### config.mk
export PLATFORM = sky130hd
export DESIGN_NAME = controlFsm_flat
export DESIGN_NICKNAME = d
export VERILOG_FILES = /design/src/logic/rvPkg.sv /design/src/logic/ctrlIf.sv /design/src/logic/controlFsm.sv /design/src/flat_wrapper.sv
export SDC_FILE = /design/constraint.sdc
export NUM_CORES = 1
export LEC_CHECK = 0
export BUFFER_PORTS_ARGS = -buffer_cell sky130_fd_sc_hd__buf_2
export CORE_AREA = 2 2 39 41
export CTS_CLUSTER_DIAMETER = 30
export DETAILED_ROUTE_END_ITERATION = 7
export DIE_AREA = 0 0 41 43
export GPL_TIMING_DRIVEN = 0
export HOLD_SLACK_MARGIN = 0.1
export PLACE_DENSITY = 0.7
export SLEW_MARGIN = 20
export SYNTH_ARGS = -nofsm -noshare
export SYNTH_HDL_FRONTEND = slang
export SYNTH_SLANG_ARGS = --single-unit
### constraint.sdc
create_clock -name clk -period 2.71 [get_ports clk]
set_input_delay 0.542 -clock clk [delete_from_list [all_inputs] [get_ports clk]]
set_output_delay 0.542 -clock clk [all_outputs]
set_load 0.02 [all_outputs]
### src/logic/rvPkg.sv
/*
 * Shared sizes and encodings for the RV32I multicycle core
 */
package rvPkg;

	// Data path width
	localparam int xlen = 32;

	// Memory sizes in words
	localparam int imemDepth = 64;
	localparam int dmemDepth = 64;
	localparam int memAddrBits = $clog2(imemDepth);

	// Major opcodes handled by the core
	typedef enum logic [6:0] {
		opLui    = 7'b0110111,
		opAuipc  = 7'b0010111,
		opJal    = 7'b1101111,
		opJalr   = 7'b1100111,
		opBranch = 7'b1100011,
		opLoad   = 7'b0000011,
		opStore  = 7'b0100011,
		opImm    = 7'b0010011,
		opReg    = 7'b0110011,
		opSystem = 7'b1110011
	} opcodeT;

	// ALU functions, pass-B serves LUI
	typedef enum logic [3:0] {
		aluAdd, aluSub, aluSll, aluSlt, aluSltu, aluXor,
		aluSrl, aluSra, aluOr, aluAnd, aluPassB
	} aluOpT;

	// Sequencer states
	typedef enum logic [2:0] {
		sIdle, sFetch, sDecode, sExecute, sMemory, sWriteback, sHalt
	} stateT;

	// Write-back source
	typedef enum logic [1:0] {
		wbAlu, wbMem, wbLink
	} wbSelT;

endpackage

### src/logic/ctrlIf.sv
/*
 * Control bundle from the sequencer to the datapath blocks
 */
interface ctrlIf;
	import rvPkg::*;

	// Instruction register capture
	logic irLoad;
	// Register file write enable
	logic regWrite;
	// ALU function and operand selects
	aluOpT aluOp;
	logic aluSrcA;
	logic aluSrcB;
	// PC update strobes
	logic pcInc;
	logic pcLoad;
	// Data memory write
	logic memWrite;
	// Write-back source and retire strobe
	wbSelT wbSel;
	logic retire;

	modport fsm (
		output irLoad, regWrite, aluOp, aluSrcA, aluSrcB,
		output pcInc, pcLoad, memWrite, wbSel, retire
	);

	modport dp (
		input irLoad, regWrite, aluOp, aluSrcA, aluSrcB,
		input pcInc, pcLoad, memWrite, wbSel, retire
	);

endinterface

### src/logic/controlFsm.sv
/*
 * Multicycle sequencer
 * Walks fetch, decode, execute, memory and write-back, steering the datapath
 */
module controlFsm (
	input  logic          clk,
	input  logic          arstN,
	input  logic          run,
	input  rvPkg::opcodeT opcode,
	input  logic [2:0]    funct3,
	input  logic          funct7b5,
	input  logic          branchTaken,
	ctrlIf.fsm            ctrl,
	output logic          halted
);
	import rvPkg::*;

	stateT state;
	stateT stateNext;
	aluOpT aluFunc;
	logic writesRd;
	logic jumps;

	always_ff @(posedge clk or negedge arstN) begin
		if (!arstN) begin
			state <= sIdle;
		end else begin
			state <= stateNext;
		end
	end

	always_comb begin
		stateNext = state;
		case (state)
			sIdle:      if (run) stateNext = sFetch;
			sFetch:     stateNext = sDecode;
			sDecode:    stateNext = sExecute;
			// Only LW and SW visit memory
			sExecute:   stateNext = (opcode == opLoad || opcode == opStore) ? sMemory : sWriteback;
			sMemory:    stateNext = sWriteback;
			sWriteback: stateNext = (opcode == opSystem) ? sHalt : sFetch;
			sHalt:      stateNext = sHalt;
			default:    stateNext = sIdle;
		endcase
	end

	// funct3 decode shared by OP and OP-IMM
	always_comb begin
		case (funct3)
			// SUB only exists in the register form
			3'b000:  aluFunc = (opcode == opReg && funct7b5) ? aluSub : aluAdd;
			3'b001:  aluFunc = aluSll;
			3'b010:  aluFunc = aluSlt;
			3'b011:  aluFunc = aluSltu;
			3'b100:  aluFunc = aluXor;
			3'b101:  aluFunc = funct7b5 ? aluSra : aluSrl;
			3'b110:  aluFunc = aluOr;
			default: aluFunc = aluAnd;
		endcase
	end

	// Operand steering, default is rs1 plus immediate
	always_comb begin
		ctrl.aluOp = aluAdd;
		ctrl.aluSrcA = 1'b0;
		ctrl.aluSrcB = 1'b1;
		ctrl.wbSel = wbAlu;
		writesRd = 1'b1;
		case (opcode)
			opLui:   ctrl.aluOp = aluPassB;
			opAuipc: ctrl.aluSrcA = 1'b1;
			opJal: begin
				ctrl.aluSrcA = 1'b1;
				ctrl.wbSel = wbLink;
			end
			opJalr:  ctrl.wbSel = wbLink;
			opLoad:  ctrl.wbSel = wbMem;
			opStore: writesRd = 1'b0;
			opImm:   ctrl.aluOp = aluFunc;
			opReg: begin
				ctrl.aluOp = aluFunc;
				ctrl.aluSrcB = 1'b0;
			end
			opBranch: begin
				// Compare rs1/rs2 in execute, then form pc + imm as target
				ctrl.aluSrcA = (state == sWriteback);
				ctrl.aluSrcB = (state == sWriteback);
				writesRd = 1'b0;
			end
			default: begin
				ctrl.aluSrcB = 1'b0;
				writesRd = 1'b0;
			end
		endcase
	end

	assign jumps = (opcode == opJal) || (opcode == opJalr)
		|| (opcode == opBranch && branchTaken);

	// Strobes, all idle outside their state
	assign ctrl.irLoad = (state == sDecode);
	assign ctrl.memWrite = (state == sMemory) && (opcode == opStore);
	assign ctrl.retire = (state == sWriteback);
	assign ctrl.regWrite = ctrl.retire && writesRd;
	assign ctrl.pcLoad = ctrl.retire && jumps;
	assign ctrl.pcInc = ctrl.retire && !jumps;
	assign halted = (state == sHalt);

	// One retire per instruction
	assert property (@(posedge clk) disable iff (!arstN)
		ctrl.retire |=> !ctrl.retire);

	// Retire only after execute or memory
	assert property (@(posedge clk) disable iff (!arstN)
		ctrl.retire |-> ($past(state) inside {sExecute, sMemory}));

endmodule

### src/flat_wrapper.sv
// flat-port wrapper written by rule: the top's interface ports become plain ports
module controlFsm_flat import rvPkg::*;
  (clk, arstN, run, opcode, funct3, funct7b5, branchTaken, halted, ctrl_irLoad, ctrl_regWrite, ctrl_aluOp, ctrl_aluSrcA, ctrl_aluSrcB, ctrl_pcInc, ctrl_pcLoad, ctrl_memWrite, ctrl_wbSel, ctrl_retire);
  ctrlIf ctrl_i ();
  input  logic clk;
  input  logic arstN;
  input  logic run;
  input  rvPkg::opcodeT opcode;
  input  logic [2:0] funct3;
  input  logic funct7b5;
  input  logic branchTaken;
  output logic halted;
  output wire logic [$bits(ctrl_i.irLoad)-1:0] ctrl_irLoad;
  output wire logic [$bits(ctrl_i.regWrite)-1:0] ctrl_regWrite;
  output wire logic [$bits(ctrl_i.aluOp)-1:0] ctrl_aluOp;
  output wire logic [$bits(ctrl_i.aluSrcA)-1:0] ctrl_aluSrcA;
  output wire logic [$bits(ctrl_i.aluSrcB)-1:0] ctrl_aluSrcB;
  output wire logic [$bits(ctrl_i.pcInc)-1:0] ctrl_pcInc;
  output wire logic [$bits(ctrl_i.pcLoad)-1:0] ctrl_pcLoad;
  output wire logic [$bits(ctrl_i.memWrite)-1:0] ctrl_memWrite;
  output wire logic [$bits(ctrl_i.wbSel)-1:0] ctrl_wbSel;
  output wire logic [$bits(ctrl_i.retire)-1:0] ctrl_retire;
  assign ctrl_irLoad = ctrl_i.irLoad;
  assign ctrl_regWrite = ctrl_i.regWrite;
  assign ctrl_aluOp = ctrl_i.aluOp;
  assign ctrl_aluSrcA = ctrl_i.aluSrcA;
  assign ctrl_aluSrcB = ctrl_i.aluSrcB;
  assign ctrl_pcInc = ctrl_i.pcInc;
  assign ctrl_pcLoad = ctrl_i.pcLoad;
  assign ctrl_memWrite = ctrl_i.memWrite;
  assign ctrl_wbSel = ctrl_i.wbSel;
  assign ctrl_retire = ctrl_i.retire;
  controlFsm u_core (.clk(clk), .arstN(arstN), .run(run), .opcode(opcode), .funct3(funct3), .funct7b5(funct7b5), .branchTaken(branchTaken), .ctrl(ctrl_i), .halted(halted));
endmodule
==> impl_metrics.tcl, run 1 <==
set metrics [dict create \
    clk_pin_slew_ns 0.04 \
    max_freq_mhz 453 \
    htree_levels 1 \
    start_util_pct 38.2 \
    critPathRequiredTime_ns 2.17 \
    grt_max_degree 11 \
    p_per_area_mw_per_mm2 528 \
    path_class "in -> out" \
    chipHeight_um 43 \
    overflow 0 \
    hp-start "u_core.state[2]" \
    synth_cells 67 \
    cpMostUsedCell "buf_2" \
    top_register "u_core.state" \
    reg_top3 "u_core.state: 3 flops" \
    drc 0 \
    insertedDiodeCount 0 \
    report.final.slew_viol_count 0 \
    clk_latency_ns 0.23 \
    outcome "finished, final reports clean" \
    area_growth_pct 35.2 \
    synth_area_um2 529 \
    syn_area_per_cell_um2 7.90 \
    largest_register_ffs 3 \
    worst-r2r-setup-slack_ns 1.71 \
    start_kind "primary input" \
    synth_nets 82 \
    nFillCells 138 \
    numPortBuffers 26 \
    post_synth_num_cell_types 35 \
    root_buffer "clkbuf_4" \
    dieArea_mm2 0.00176 \
    cts-buffers-inserted 3 \
    finalSetupViolCount 0 \
    wirelength_um 1350 \
    row_count 14 \
    rr_worst_depth 4 \
    post-place-ws_ns 0.488 \
    ant_nets 0 \
    final_layout_size_suffix_gt1_share_pct 42.9 \
    async_reset_ff_share_pct 100 \
    core_mm2 0.00138 \
    crit_family "simple AND/OR/NAND/NOR gates" \
    path_buf_inv 2 \
    min_period_ns 2.21 \
    finalHoldViolations 0 \
    synth-edff-count 0 \
    synthFlopType "dfrtp_1" \
    critPathCaptureType "output pin" \
    yosys_warnings 0 \
    reg2reg_from "u_core.state[0]" \
    path_cells "buf_2 -> and4bb_2 -> nand2_1 -> a2111oi_2 -> buf_2" \
    gp_congestion 0.761 \
    max_stage_delay_ns 0.33 \
    worstReg2RegEnd "u_core.state[0]" \
    via_per_inst 5.31 \
    vias 605 \
    hold_end "u_core.state[1]" \
    fin_setup_tns_ns 0 \
    die_x_um 41 \
    arrival_ns 1.67 \
    grt_usage_pct 17.3 \
    ys_seq_area_share_pct 14.2 \
    clock_skew_ns 0.00300 \
    setup_ws_ns 0.502 \
    grt_pass1_wl_um 2150 \
    clockBufferDepth 2 \
    p_leak_uw 0.000376 \
    hold_depth 1 \
    post_drt_wl_per_cell_um 11.8 \
    max_cap_viol_count 0 \
    critPathSlowestCell "and4bb_2" \
    drt-initial-drc-count 12 \
    drt_first_pass_iters 3 \
    cts_tree "done" \
    ios 30 \
    rsz0062_at_grt "false" \
    antenna_found_initial 0 \
    relSlewSlack_pct 83.7 \
    worstMarginPinSlew_ns 0.244 \
    grt_pass1_vias 544 \
    post_cts_resized 0 \
    numClockSinks 3 \
    post-route-period-util_pct 81.5 \
    ys_ff_latch 3 \
    min_path_type "reg -> reg" \
    ir_worst_vdd_mv 0.330 \
    cp_max_fo 4 \
    layout.nets 114 \
    cp-startpoint "opcode[3]" \
    post-dp-hpwl_um 1070 \
]
[worst max path at each step]
stage | slack [ns] | endpoint | depth (start not counted)
after CTS | 0.49 | ctrl_aluOp[0] | 5
final | 0.50 | ctrl_aluOp[0] | 5
after detailed placement | 0.49 | ctrl_aluOp[0] | 5
after global placement | 0.50 | ctrl_aluOp[0] | 5
after floorplan | 0.57 | ctrl_memWrite | 5
after global routing | 0.38 | ctrl_aluOp[0] | 5
[report_power, final]
group / internal (uW) / switching (uW) / total (uW) / leakage, uW
sequential: 67.4 / 21.7 / 89.1 / 0.0000367
combinational: 91.5 / 118 / 210 / 0.000324
clock: 55.2 / 24.0 / 79.2 / 0.0000150
[stage by stage]
| step | utilization [%] | hold WS (ns) | std cells | total power [uW] | instance area (um2) |
|---|---|---|---|---|---|
| 2_1_floorplan | - | 0.246 | 67 | 241 | 529 |
| 3_3_place_gp | 49.1 | 0.338 | 109 | 293 | 679 |
| 3_5_place_dp | 49.1 | 0.342 | 109 | 298 | 679 |
| 4_1_cts | 51.7 | 0.550 | 114 | 383 | 716 |
| 5_1_grt | 51.7 | 0.573 | 114 | 411 | 716 |
| 6_report | 51.7 | 0.556 | 114 | 378 | 716 |
[cells in the final DEF (no fill, tap or decap), drive strengths merged]
cell type | Yosys | routed
and2b | 1 | 1
nor3b | 1 | 1
inv | 4 | 4
a31oi | 1 | 1
nand4 | 1 | 1
o221ai | 2 | 2
o21a | 1 | 1
a2111oi | 1 | 1
nand2 | 4 | 4
nand4b | 1 | 1
xnor2 | 1 | 1
and4bb | 1 | 1
dfrtp | 3 | 3
nand3 | 4 | 4
buf | 5 | 31
o21ai | 4 | 4
and2 | 2 | 2
nor4bb | 1 | 1
nor2b | 4 | 4
nand2b | 4 | 4
nand3b | 5 | 5
a211oi | 1 | 1
nor3 | 2 | 2
a41oi | 1 | 1
dlygate4sd3 | 0 | 1
o211ai | 1 | 1
nor2 | 5 | 5
nor4b | 1 | 1
clkbuf | 0 | 4
a21oi | 2 | 2
and3 | 1 | 1
a21o | 1 | 1
a211o | 1 | 1
[cells in the mapped netlist, drive strengths merged, types with 2 or more instances]
library cell / number / area [um2]
buf: 5 / 37.5
nand3b: 5 / 37.5
nor2: 5 / 18.8
inv: 4 / 15.0
nand2: 4 / 17.5
nand2b: 4 / 25.0
nand3: 4 / 25.0
nor2b: 4 / 25.0
o21ai: 4 / 20.0
dfrtp: 3 / 75.1
a21oi: 2 / 10.0
and2: 2 / 13.8
nor3: 2 / 10.0
o221ai: 2 / 17.5
[repair_timing]
| action | in CTS | in global routing |
|---|---|---|
| endpoints found under the setup margin | 0 | 0 |
| hold endpoints to repair | 3 | 0 |
| buffers inserted | 0 | 0 |
| hold buffers | 1 | 0 |
[final cells by class]
type / instances / area [um2] / area share [%]
buffer: 5 / 37.5 / 5.24
multi-input combinational: 55 / 402 / 56.1
inverter: 4 / 15.0 / 2.10
timing repair buffer: 27 / 140 / 19.6
clock buffer: 4 / 26.3 / 3.67
tap: 16 / 20.0 / 2.80
sequential: 3 / 75.1 / 10.5
[cell families (layout without fill, tap and decap cells)]
family / Yosys count / in the layout / share of synthesized area, %
simple gates: 38 / 38 / 52.2
compound gates: 16 / 16 / 22.0
buf+inv: 9 / 40 / 9.93
flops: 3 / 3 / 14.2
xor+xnor: 1 / 1 / 1.66
[routing by layer]
metal	share of wire, %	global-route usage (%)
met5	0	0
met4	0	6.00
met2	55	29.7
met3	3.9	3.14
met1	41	19.9
Note: power is estimated with default switching activity, not from simulation.
==> run 2: changes to the inputs <==
--- a/config.mk
+++ b/config.mk
@@ -5,6 +5,7 @@
 export SDC_FILE = /design/constraint.sdc
 export NUM_CORES = 1
 export LEC_CHECK = 0
+export ABC_AREA = 1
 export BUFFER_PORTS_ARGS = -buffer_cell sky130_fd_sc_hd__buf_2
 export CORE_AREA = 2 2 39 41
 export CTS_CLUSTER_DIAMETER = 30
@@ -12,7 +13,7 @@
 export DIE_AREA = 0 0 41 43
 export GPL_TIMING_DRIVEN = 0
 export HOLD_SLACK_MARGIN = 0.1
-export PLACE_DENSITY = 0.7
+export PLACE_DENSITY = 0.71
 export SLEW_MARGIN = 20
 export SYNTH_ARGS = -nofsm -noshare
 export SYNTH_HDL_FRONTEND = slang
==> constraint.sdc (replaced) <==
create_clock -name clk -period 2.3 [get_ports clk]
set_input_delay 0.46 -clock clk [delete_from_list [all_inputs] [get_ports clk]]
set_output_delay 0.46 -clock clk [all_outputs]
set_load 0.02 [all_outputs]
==> run 2 against run 1 <==
Sequential share of layout area fell by 0.30 points. Critical endpoint is now ctrl_aluSrcB. Count of clock-buffer cells in the layout unchanged. Largest power group unchanged. Synthesized area increased by 1.2%. Clock skew hardly changed. Setup slack worse by 0.11 ns. Cell count up 34%. Sequential cell count is the same.
==> impl_metrics.tcl, run 2 <==
set metrics [dict create \
    report.final.slew_viol_count 0 \
    synth-simple-area-share_pct 59.6 \
    ios 30 \
    ys_ff_latch 3 \
    vias 700 \
    post-route-period-util_pct 82.9 \
    arrival_ns 1.45 \
    synthMuxAreaShare_pct 0 \
    row_count 14 \
    min_period_ns 1.91 \
    worst-r2r-setup-slack_ns 1.28 \
    rsz0062_at_grt "false" \
    grt_use_met2_pct 22.2 \
    hp-start "run" \
    max_cap_viol_count 0 \
    relSlewSlack_pct 84.1 \
    path_class "in -> out" \
    grt_max_degree 11 \
    critPathSlowestCell "nand2_1" \
    antenna_found_initial 0 \
    dieArea_mm2 0.00176 \
    p_per_area_mw_per_mm2 580 \
    largest_register_ffs 3 \
    ys_seq_area_share_pct 14.0 \
    post_synth_num_cell_types 18 \
    grt_usage_pct 15.1 \
    final_cell_mix "nand2_1, buf_2, inv_1" \
    top_register "u_core.state" \
    syn_area_per_cell_um2 5.20 \
    cts-buffers-inserted 3 \
    die_x_um 41 \
    ir_worst_vdd_mv 0.523 \
    start_util_pct 38.7 \
    htree_levels 1 \
    yosys.area_share.adder_pct 0 \
    synth_nets 118 \
    numClockSinks 3 \
    reg_top3 "u_core.state: 3 flops" \
    numPortBuffers 29 \
    hold_end "u_core.state[0]" \
    clk_latency_ns 0.23 \
    place_inst 148 \
    ant_nets 0 \
    yosys_warnings 0 \
    clk_pin_slew_ns 0.03 \
    start_kind "primary input" \
    synth-compound-area-share_pct 9.58 \
    clockBufferDepth 2 \
    async_reset_ff_share_pct 100 \
    setup_ws_ns 0.393 \
    use_met3_pct 1.57 \
    crit_family "simple AND/OR/NAND/NOR gates" \
    fin_setup_tns_ns 0 \
    grt_pass1_vias 510 \
    p_leak_uw 0.000492 \
    cts_tree "done" \
    finalSetupViolCount 0 \
    synth.top_cell.area_share_pct 21.0 \
    critPathCaptureType "output pin" \
    area_growth_pct 37.6 \
    post-place-ws_ns 0.404 \
    hold_depth 5 \
    via_per_inst 4.58 \
    final_layout_size_suffix_gt1_share_pct 32.1 \
    chipHeight_um 43 \
    overflow 0 \
    insertedDiodeCount 0 \
    core_mm2 0.00138 \
    critPathRequiredTime_ns 1.84 \
    synthTopCellsByArea "nand2_1, dfrtp_1, inv_1, nor2_1, nand3_1" \
    worstMarginPinSlew_ns 0.238 \
    min_path_type "in -> reg" \
    grt_pass1_wl_um 1940 \
    synth.top_cells.by_count "nand2_1, inv_1, nor2_1" \
    synth_most_common_cell "nand2_1" \
    synth_top_family_by_area "simple AND/OR/NAND/NOR gates" \
    max_stage_delay_ns 0.19 \
    root_buffer "clkbuf_4" \
    max_freq_mhz 524 \
    gp_congestion 0.745 \
    drt-initial-drc-count 12 \
    synth_xor_area_share_pct 0 \
    post-dp-hpwl_um 1070 \
    path_cells "buf_2 -> nand2_1 -> inv_1 -> nand3_1 -> nand3_1 -> nand3b_1 -> buf_2" \
    finalHoldViolations 0 \
    rr_worst_depth 6 \
    fin_cells 153 \
    top_usage_layer "met1" \
    synth_cells 103 \
    wirelength_um 1240 \
    final_common_cell "nand2_1" \
    synthFlopType "dfrtp_1" \
    synth-edff-count 0 \
    drt_first_pass_iters 4 \
    layout.nets 153 \
    grt_use_met1_pct 22.7 \
    yosysTopAreaCell "nand2_1" \
    cp_max_fo 4 \
    synth_area_um2 536 \
    outcome "finished, final reports clean" \
    post_drt_wl_per_cell_um 8.12 \
    clock_skew_ns 0.00296 \
    reg2reg_from "u_core.state[2]" \
    path_buf_inv 3 \
    drc 0 \
    worstReg2RegEnd "u_core.state[0]" \
]
[run 2: cell count changes after synthesis, sizes merged, moves of 4 or more]
cell / before / now
buf: 5 / 0
inv: 4 / 24
nand2: 4 / 31
nand2b: 4 / 0
nand3: 4 / 9
nand3b: 5 / 1
nor2: 5 / 22
nor2b: 4 / 0
[run 2: report_power, final]
group	switching, uW	total, uW	internal, uW
registers	25.3	104	78.9
logic	155	236	81.0
clock network	23.0	87.7	64.7
total	203	428	225
[run 2: repair_timing]
item                                    in CTS  in global routing
resized for setup                            0                  0
setup buffers                                0                  0
hold buffers                                 1                  0
endpoints found under the hold margin        3                  0
endpoints found under the setup margin       0                  0
[run 2: per-stage QoR]
stage	total power (uW)	instance area, um2	utilization (%)	hold slack (ns)
6_report	428	737	53.3	0.542
5_1_grt	480	737	53.3	0.553
4_1_cts	433	737	53.3	0.534
3_5_place_dp	339	701	50.6	0.258
3_3_place_gp	336	701	50.6	0.254
2_1_floorplan	272	536	-	0.164
[run 2: layer usage]
metal / wire [um] / share of wire, %
met5: 0 / 0
met4: 0 / 0
met3: 64 / 5.2
met2: 569 / 46
met1: 607 / 49
[run 2: cells by family (layout without fill, tap and decap cells)]
logic type	count (synthesis)	after routing
buffers and inverters	24	58
AND/OR/NAND/NOR	67	67
flip-flops	3	3
AO/OA/AOI/OAI	9	9
[run 2: area by class of cell]
| class | instances | area [um2] |
|---|---|---|
| timing repair buffer | 30 | 155 |
| clock buffer | 4 | 26.3 |
| sequential | 3 | 75.1 |
| inverter | 24 | 90.1 |
| fill | 150 | 647 |
| tap | 16 | 20.0 |
| multi-input combinational | 76 | 370 |
[run 2: worst register-to-register path: cells and delay by family, from the launching register on]
family                 cells  cell delay (ns)
AND/OR/NAND/NOR            4             0.38
flip-flops                 1             0.42
buffers and inverters      2             0.17
[run 2: worst max path at each step]
stage / start / end / depth (start not counted)
finish: opcode[0] / ctrl_aluSrcB / 7
global route: u_core.state[1] / ctrl_aluSrcB / 8
CTS: opcode[0] / ctrl_aluSrcB / 7
detailed placement: opcode[0] / ctrl_aluSrcB / 7
global placement: opcode[0] / ctrl_aluSrcB / 7
floorplan: opcode[0] / ctrl_aluOp[3] / 4
